==> config.mk <==
export PLATFORM = sky130hd
export DESIGN_NAME = geri_yaz_alt
export DESIGN_NICKNAME = d
export VERILOG_FILES = /design/src/gy_pkg.sv /design/src/uop_yazmaci.sv /design/src/geri_yaz.sv /design/src/yazmac_obegi.sv /design/src/csr_obegi.sv /design/src/geri_yaz_alt.sv
export SDC_FILE = /design/constraint.sdc
export NUM_CORES = 2
export LEC_CHECK = 0
export BUFFER_PORTS_ARGS = -buffer_cell sky130_fd_sc_hd__buf_2
export CAP_MARGIN = 10
export CORE_MARGIN = 8
export CORE_UTILIZATION = 36
export DETAILED_ROUTE_END_ITERATION = 6
export MAX_ROUTING_LAYER = met4
export PLACE_DENSITY_LB_ADDON = 0.25
export SYNTH_ARGS = -nofsm -noshare
export SYNTH_HDL_FRONTEND = slang
export SYNTH_SLANG_ARGS = --single-unit
==> constraint.sdc <==
create_clock -name clk_i -period 4.3 [get_ports clk_i]
set_input_delay 0.215 -clock clk_i [delete_from_list [all_inputs] [get_ports clk_i]]
set_output_delay 0.215 -clock clk_i [all_outputs]
set_load 0.1 [all_outputs]
==> src/gy_pkg.sv <==
package gy_pkg;

    // data path width
    localparam int VERI_BIT = 32;

    // integer register address, 32 entries
    localparam int YAZMAC_BIT = 5;

    // csr address space
    localparam int CSR_ADRES_BIT = 12;

    // micro-op tag from issue
    localparam int UOP_TAG_BIT = 6;

    // program counter width
    localparam int PS_BIT = 32;

    // micro-op leaving execute
    // valid first, then pc and tag, then the two destinations
    typedef struct packed {
        logic                       gecerli;
        logic [PS_BIT-1:0]          ps;
        logic [UOP_TAG_BIT-1:0]     etiket;
        // integer destination
        logic                       rd_ayir;
        logic [YAZMAC_BIT-1:0]      rd_adres;
        logic [VERI_BIT-1:0]        rd_veri;
        // csr destination
        logic                       csr_ayir;
        logic [CSR_ADRES_BIT-1:0]   csr_adres;
        logic [VERI_BIT-1:0]        csr_veri;
    } uop_t;

    // implemented machine csrs
    localparam logic [CSR_ADRES_BIT-1:0] CSR_MTVEC    = 12'h305;
    localparam logic [CSR_ADRES_BIT-1:0] CSR_MSCRATCH = 12'h340;
    localparam logic [CSR_ADRES_BIT-1:0] CSR_MEPC     = 12'h341;
    localparam logic [CSR_ADRES_BIT-1:0] CSR_MCAUSE   = 12'h342;

    // warl masks, a set bit is writable
    // mtvec base is word aligned, mode bits read as direct
    localparam logic [VERI_BIT-1:0] MTVEC_MASK = 32'hFFFF_FFFC;
    // no compressed support, so mepc is word aligned too
    localparam logic [VERI_BIT-1:0] MEPC_MASK  = 32'hFFFF_FFFC;

endpackage

==> src/uop_yazmaci.sv <==
`timescale 1ns/1ps

module uop_yazmaci (
    input  logic            clk_i,
    input  logic            rst_n_i,

    // drop the incoming micro-op
    input  logic            flush_i,

    input  gy_pkg::uop_t    uop_i,
    output gy_pkg::uop_t    uop_o
);

    // held micro-op
    gy_pkg::uop_t uop_r;

    // payload is captured every cycle
    // only the valid bit is cleared on reset or flush
    always_ff @(posedge clk_i) begin
        uop_r <= uop_i;
        if (!rst_n_i || flush_i) begin
            uop_r.gecerli <= 1'b0;
        end
    end

    assign uop_o = uop_r;

    // a flushed op must never reach writeback
    flush_dusurur: assert property (
        @(posedge clk_i) disable iff (!rst_n_i)
        flush_i |=> !uop_o.gecerli
    ) else $error("uop_yazmaci: valid micro-op after flush");

endmodule

==> src/geri_yaz.sv <==
`timescale 1ns/1ps

module geri_yaz (
    // clock and reset only feed the checks below
    input  logic                                clk_i,
    input  logic                                rst_n_i,

    input  gy_pkg::uop_t                        gy_uop_i,

    // integer write port
    output logic [gy_pkg::VERI_BIT-1:0]         yo_veri_o,
    output logic [gy_pkg::YAZMAC_BIT-1:0]       yo_adres_o,
    output logic [gy_pkg::UOP_TAG_BIT-1:0]      yo_etiket_o,
    output logic                                yo_gecerli_o,

    // csr write port
    output logic [gy_pkg::VERI_BIT-1:0]         csr_veri_o,
    output logic [gy_pkg::CSR_ADRES_BIT-1:0]    csr_adres_o,
    output logic [gy_pkg::UOP_TAG_BIT-1:0]      csr_etiket_o,
    output logic                                csr_gecerli_o
);

    // integer destination, qualified by uop valid
    assign yo_gecerli_o  = gy_uop_i.gecerli && gy_uop_i.rd_ayir;
    assign yo_veri_o     = gy_uop_i.rd_veri;
    assign yo_adres_o    = gy_uop_i.rd_adres;
    assign yo_etiket_o   = gy_uop_i.etiket;

    // csr destination, same qualification
    assign csr_gecerli_o = gy_uop_i.gecerli && gy_uop_i.csr_ayir;
    assign csr_veri_o    = gy_uop_i.csr_veri;
    assign csr_adres_o   = gy_uop_i.csr_adres;
    // same tag on both ports so commits pair up
    assign csr_etiket_o  = gy_uop_i.etiket;

    // write enables must be known once out of reset
    gecerli_bilinir: assert property (
        @(posedge clk_i) disable iff (!rst_n_i)
        !$isunknown({yo_gecerli_o, csr_gecerli_o})
    ) else $error("geri_yaz: write valid is X");

    // duplicate commit guard
    // a dual-destination op must not reuse the tag of the op just before it
    cift_commit_yok: assert property (
        @(posedge clk_i) disable iff (!rst_n_i)
        (yo_gecerli_o && csr_gecerli_o && $past(gy_uop_i.gecerli))
            |-> (gy_uop_i.etiket != $past(gy_uop_i.etiket))
    ) else $error("geri_yaz: dual commit with repeated tag");

endmodule

==> src/yazmac_obegi.sv <==
`timescale 1ns/1ps

module yazmac_obegi #(
    // forward the pending write to the read ports
    parameter bit BYPASS_EN = 1'b1
) (
    input  logic                            clk_i,
    input  logic                            rst_n_i,

    // write port from writeback
    input  logic                            yaz_gecerli_i,
    input  logic [gy_pkg::YAZMAC_BIT-1:0]   yaz_adres_i,
    input  logic [gy_pkg::VERI_BIT-1:0]     yaz_veri_i,

    // two combinational read ports
    input  logic [gy_pkg::YAZMAC_BIT-1:0]   oku1_adres_i,
    input  logic [gy_pkg::YAZMAC_BIT-1:0]   oku2_adres_i,
    output logic [gy_pkg::VERI_BIT-1:0]     oku1_veri_o,
    output logic [gy_pkg::VERI_BIT-1:0]     oku2_veri_o
);

    localparam int DERINLIK = 2 ** gy_pkg::YAZMAC_BIT;
    localparam int OKU_SAYI = 2;

    logic [gy_pkg::VERI_BIT-1:0]    yazmac_r [DERINLIK];

    // read ports gathered so both share one path
    logic [gy_pkg::YAZMAC_BIT-1:0]  oku_adres [OKU_SAYI];
    logic [gy_pkg::VERI_BIT-1:0]    oku_veri  [OKU_SAYI];

    // x0 writes are dropped here
    logic                           yaz_etkin;

    assign yaz_etkin = yaz_gecerli_i && (yaz_adres_i != '0);

    always_ff @(posedge clk_i) begin
        if (!rst_n_i) begin
            for (int i = 0; i < DERINLIK; i++) begin
                yazmac_r[i] <= '0;
            end
        end else if (yaz_etkin) begin
            yazmac_r[yaz_adres_i] <= yaz_veri_i;
        end
    end

    assign oku_adres[0] = oku1_adres_i;
    assign oku_adres[1] = oku2_adres_i;

    always_comb begin
        for (int p = 0; p < OKU_SAYI; p++) begin
            if (oku_adres[p] == '0) begin
                // x0 reads zero regardless of storage
                oku_veri[p] = '0;
            end else if (BYPASS_EN && yaz_etkin && (yaz_adres_i == oku_adres[p])) begin
                // write lands next edge, show it now
                oku_veri[p] = yaz_veri_i;
            end else begin
                oku_veri[p] = yazmac_r[oku_adres[p]];
            end
        end
    end

    assign oku1_veri_o = oku_veri[0];
    assign oku2_veri_o = oku_veri[1];

    // x0 storage must never pick up a value
    x0_sifir: assert property (
        @(posedge clk_i) disable iff (!rst_n_i)
        yazmac_r[0] == '0
    ) else $error("yazmac_obegi: x0 holds a nonzero value");

endmodule

==> src/csr_obegi.sv <==
`timescale 1ns/1ps

module csr_obegi (
    input  logic                                clk_i,
    input  logic                                rst_n_i,

    // write port from writeback
    input  logic                                yaz_gecerli_i,
    input  logic [gy_pkg::CSR_ADRES_BIT-1:0]    yaz_adres_i,
    input  logic [gy_pkg::VERI_BIT-1:0]         yaz_veri_i,

    // combinational read, no bypass
    input  logic [gy_pkg::CSR_ADRES_BIT-1:0]    oku_adres_i,
    output logic [gy_pkg::VERI_BIT-1:0]         oku_veri_o
);

    // implemented machine registers
    logic [gy_pkg::VERI_BIT-1:0] mtvec_r;
    logic [gy_pkg::VERI_BIT-1:0] mscratch_r;
    logic [gy_pkg::VERI_BIT-1:0] mepc_r;
    logic [gy_pkg::VERI_BIT-1:0] mcause_r;

    // write address decode
    logic yaz_mtvec;
    logic yaz_mscratch;
    logic yaz_mepc;
    logic yaz_mcause;

    assign yaz_mtvec    = yaz_gecerli_i && (yaz_adres_i == gy_pkg::CSR_MTVEC);
    assign yaz_mscratch = yaz_gecerli_i && (yaz_adres_i == gy_pkg::CSR_MSCRATCH);
    assign yaz_mepc     = yaz_gecerli_i && (yaz_adres_i == gy_pkg::CSR_MEPC);
    assign yaz_mcause   = yaz_gecerli_i && (yaz_adres_i == gy_pkg::CSR_MCAUSE);

    // any other address decodes to nothing, so the write is lost
    always_ff @(posedge clk_i) begin
        if (!rst_n_i) begin
            mtvec_r    <= '0;
            mscratch_r <= '0;
            mepc_r     <= '0;
            mcause_r   <= '0;
        end else begin
            // warl, low bits forced to zero on the way in
            if (yaz_mtvec) begin
                mtvec_r <= yaz_veri_i & gy_pkg::MTVEC_MASK;
            end
            if (yaz_mscratch) begin
                mscratch_r <= yaz_veri_i;
            end
            if (yaz_mepc) begin
                mepc_r <= yaz_veri_i & gy_pkg::MEPC_MASK;
            end
            // full width, no legal value check on cause
            if (yaz_mcause) begin
                mcause_r <= yaz_veri_i;
            end
        end
    end

    // read mux
    always_comb begin
        case (oku_adres_i)
            gy_pkg::CSR_MTVEC:    oku_veri_o = mtvec_r;
            gy_pkg::CSR_MSCRATCH: oku_veri_o = mscratch_r;
            gy_pkg::CSR_MEPC:     oku_veri_o = mepc_r;
            gy_pkg::CSR_MCAUSE:   oku_veri_o = mcause_r;
            // unimplemented reads zero
            default:              oku_veri_o = '0;
        endcase
    end

    // mode bits of mtvec stay clear whatever was written
    mtvec_hizali: assert property (
        @(posedge clk_i) disable iff (!rst_n_i)
        mtvec_r[1:0] == 2'b00
    ) else $error("csr_obegi: mtvec low bits set");

endmodule

==> src/geri_yaz_alt.sv <==
`timescale 1ns/1ps

module geri_yaz_alt #(
    // write-to-read forwarding in the register file
    parameter bit BYPASS_EN = 1'b1
) (
    input  logic                                clk_i,
    input  logic                                rst_n_i,
    input  logic                                flush_i,

    // micro-op from execute
    input  gy_pkg::uop_t                        uop_i,

    // external read ports
    input  logic [gy_pkg::YAZMAC_BIT-1:0]       oku1_adres_i,
    input  logic [gy_pkg::YAZMAC_BIT-1:0]       oku2_adres_i,
    input  logic [gy_pkg::CSR_ADRES_BIT-1:0]    csr_oku_adres_i,
    output logic [gy_pkg::VERI_BIT-1:0]         oku1_veri_o,
    output logic [gy_pkg::VERI_BIT-1:0]         oku2_veri_o,
    output logic [gy_pkg::VERI_BIT-1:0]         csr_oku_veri_o,

    // commit observation
    output logic                                yo_gecerli_o,
    output logic [gy_pkg::UOP_TAG_BIT-1:0]      yo_etiket_o,
    output logic                                csr_gecerli_o,
    output logic [gy_pkg::UOP_TAG_BIT-1:0]      csr_etiket_o
);

    // micro-op held for writeback
    gy_pkg::uop_t                       gy_uop;

    // integer write port
    logic [gy_pkg::VERI_BIT-1:0]        yo_veri;
    logic [gy_pkg::YAZMAC_BIT-1:0]      yo_adres;

    // csr write port
    logic [gy_pkg::VERI_BIT-1:0]        csr_veri;
    logic [gy_pkg::CSR_ADRES_BIT-1:0]   csr_adres;

    uop_yazmaci u_uop_yazmaci (
        .clk_i   (clk_i),
        .rst_n_i (rst_n_i),
        .flush_i (flush_i),
        .uop_i   (uop_i),
        .uop_o   (gy_uop)
    );

    // valids and tags go straight out as commit signals
    geri_yaz u_geri_yaz (
        .clk_i         (clk_i),
        .rst_n_i       (rst_n_i),
        .gy_uop_i      (gy_uop),
        .yo_veri_o     (yo_veri),
        .yo_adres_o    (yo_adres),
        .yo_etiket_o   (yo_etiket_o),
        .yo_gecerli_o  (yo_gecerli_o),
        .csr_veri_o    (csr_veri),
        .csr_adres_o   (csr_adres),
        .csr_etiket_o  (csr_etiket_o),
        .csr_gecerli_o (csr_gecerli_o)
    );

    yazmac_obegi #(
        .BYPASS_EN (BYPASS_EN)
    ) u_yazmac_obegi (
        .clk_i         (clk_i),
        .rst_n_i       (rst_n_i),
        .yaz_gecerli_i (yo_gecerli_o),
        .yaz_adres_i   (yo_adres),
        .yaz_veri_i    (yo_veri),
        .oku1_adres_i  (oku1_adres_i),
        .oku2_adres_i  (oku2_adres_i),
        .oku1_veri_o   (oku1_veri_o),
        .oku2_veri_o   (oku2_veri_o)
    );

    csr_obegi u_csr_obegi (
        .clk_i         (clk_i),
        .rst_n_i       (rst_n_i),
        .yaz_gecerli_i (csr_gecerli_o),
        .yaz_adres_i   (csr_adres),
        .yaz_veri_i    (csr_veri),
        .oku_adres_i   (csr_oku_adres_i),
        .oku_veri_o    (csr_oku_veri_o)
    );

endmodule

==> impl_results.md <==
* Buf+Inv Stages, Crit Path at 1
* Initial core utilization at 36.1%
* Die Wd at 435 microns
* Crit path launch type: flop
* HP Class: primary input to flop
* Max cap viols at 0
* Initial DRT Pass Iterations at 5
* Clock transition at path regs at ~60 ps
* Cell taking the most area after synthesis: edfxtp_1
* Vias at 45200
* First-pass GRT wire length at between 300000 and 400000 microns
* Htree depth at 4
* Post-synthesis cell type count at 76
* Register area share after synthesis at a little under three fifths
* Vias in the first global route at 44200
* Worst-skew pair later-pin latency at ~800 ps
* Post-DP HPWL at 154000 microns
* Yosys reg bits at 1238
* Routability cong. at 0.901
* LEAKAGE at 28.1 nW
* Worst Path Max Fanout at 15
* Family with the most delay on the worst path: simple AND/OR/NAND/NOR gates
* Yosys warnings at 0
* Status: finished, final reports clean
* Critical path's slowest cell: or4_4
* Mapped Cells at 4693
* Endpoints failing setup at 0
* Final Hold Vio Count at 0
* Top FF cell, synth: edfxtp_1
* WP data required at 4090 ps
* Global route overflow at 0
* CTS sink cnt at 1238
* Die Y at 435 microns
* Worst Max-Slew Pin Slew at 1370 ps
* Final Util at 42.8%
* Area Overhead vs Synth at 18.8%
* Yosys top cell area share at ~49%
* Post-Route Skew at 36.5 ps
* Total CTS buffers at 145
* Mapped Area at 63300 sq um
* Ports at 257
* Row cnt at about 150
* Core area at roughly 180000 sq um
* Detailed Route Iter0 Violations at about 6100
* Avg Vias per Cell at between 6 and 7
* Die area at 190000 sq um
* Nets@finish at 5158
* Number of flops mapped to enable cells by yosys at a little over 1000
* Slowest stage delay, CP at 950 ps
* CTS tree: built
* Initial antenna violation count at 28
* Syn avg cell area at 13.5 sq um
* Drt wl/cell at approximately 34 microns
* Clock root cell: clkbuf_16
* Fin cells at 7483
* Asr flop ratio synth at 0%
* Tot Pwr at 29.6 mW
* Power Dens Cells at 394 nW/um^2
* Clk buf depth at 3
* Crit end category: primary output
* Worst slew margin at under 10%
* Critical path class: flop to primary output
* Pin count of the biggest net entering global routing at 93
* CP arrival at 3980 ps
* Period utilization at 97.5%
* RSZ-0062 raised after global routing: false
* Setup_tns at 0 ps
* Fmax at about 240 MHz
* Final min period at between 4000 and 5000 ps
* # port buffers at 224
* VDD IR max at 0.332 mV
* Slew Limit Fails at 0
* Critical path, cell by cell: xnor2_1, nand3_1, or4_4, a211oi_2, buf_12
* Remaining DRCs at 0
* Synth top area cells: edfxtp_1, mux4_2, and2_1
* Worst Setup Slack, final at 108 ps
* Overall routed net length at 253000 microns
* Layout cells sized above 1 at 24.4%
* Post-route ant nets at 0
* Pre-CTS setup slack at 332 ps
* Tot GR Track Use at 26.4%
* Dpl cells at approximately 7100
-- routing by layer --
metal | wire length [microns] | GRT usage (%)
met5 | 0 | -
met4 | 15300 | 13.3
met3 | 26100 | 6.13
met2 | 114000 | 39.8
met1 | 98000 | 33.4
-- state kept, by name, indices dropped and copies added (netlist names) --
signal,count
u_csr_obegi.mcause_r,32
u_csr_obegi.mepc_r,30
u_csr_obegi.mscratch_r,32
u_csr_obegi.mtvec_r,30
u_uop_yazmaci.uop_o,90
u_yazmac_obegi.yazmac_r,1024
-- per-stage QoR --
step	hold WS, ps	instance area (sq um)
after floorplan	243	63400
after global placement	317	69300
after detailed placement	319	69300
after CTS	2.41	75100
after global routing	19.6	75200
final	49.8	75200
-- what timing repair did --
action	4_1_cts	5_1_grt
endpoints found under the setup margin	24	13
hold endpoints to repair	90	0
setup buffers	0	2
hold buffers	108	0
gates resized for setup	8	1
pin swaps	1	1
cloned	2	0
-- cells by family (layout without fill, tap and decap cells) --
family          after synthesis  in the layout  synth area share, %
flops                      1238           1238                 55.3
xor+xnor                     10             10                0.138
simple gates               1512           1514                 13.5
mux                         814            814                 19.9
compound gates              628            628                 7.09
other cells                   1             46              0.00592
buf+inv                     490            893                 3.98
-- synth_stat cells, drive strengths merged (17+ instances only) --
master / number
a2111oi: 20
a211oi: 69
a21oi: 116
a221o: 47
a221oi: 95
a22o: 33
a31oi: 17
and2: 996
buf: 186
clkbuf: 298
dfxtp: 214
edfxtp: 1024
mux2: 95
mux2i: 377
mux4: 342
nand2: 191
nand2b: 20
nand3: 29
nor2: 178
nor2b: 22
nor3: 27
o21ai: 100
o22ai: 48
-- final cells by class --
| cell class | instances | area, sq um |
|---|---|---|
| Antenna cell | 14 | 35.0 |
| Clock buffer | 213 | 4180 |
| Clock inverter | 52 | 483 |
| Fill cell | 15800 | 100000 |
| Inverter | 6 | 28.8 |
| Multi-Input combinational cell | 2998 | 26600 |
| Sequential cell | 1238 | 35000 |
| Tap cell | 2340 | 2930 |
| Timing Repair Buffer | 622 | 5900 |
-- report_power, final --
group          leakage [nW]  switching (mW)  total [mW]  internal (mW)
sequential             12.7           0.218        13.5           13.3
clock                  2.28            5.19        12.3           7.06
combinational          13.1            2.53        3.87           1.34
-- layout by cell type (no fill, tap or decap), drive strengths merged, types with 20 or more instances in the layout --
cell type,netlist,routed
a2111oi,20,20
a211oi,69,69
a21oi,116,116
a221o,47,47
a221oi,95,95
a22o,33,33
and2,996,996
buf,186,511
clkbuf,298,215
clkinv,1,42
conb,1,32
dfxtp,214,214
dlygate4sd3,0,108
edfxtp,1024,1024
mux2,95,95
mux2i,377,377
mux4,342,342
nand2,191,191
nand2b,20,20
nand3,29,29
nor2,178,178
nor2b,22,22
nor3,27,27
o21ai,100,100
o22ai,48,48
-- final timing paths --
check                          startpoint                              end  cells past startpoint  slack [ps]
setup / recovery  u_uop_yazmaci.uop_o[77]                   oku2_veri_o[0]                      5         110
hold / removal                  uop_i[45]          u_uop_yazmaci.uop_o[45]                      2          50
setup reg to reg  u_uop_yazmaci.uop_o[81]  u_yazmac_obegi.yazmac_r[21][25]                      4        1340
hold reg to reg   u_csr_obegi.mtvec_r[18]          u_csr_obegi.mtvec_r[18]                      2         450
Power figures use the tool's default switching activity.
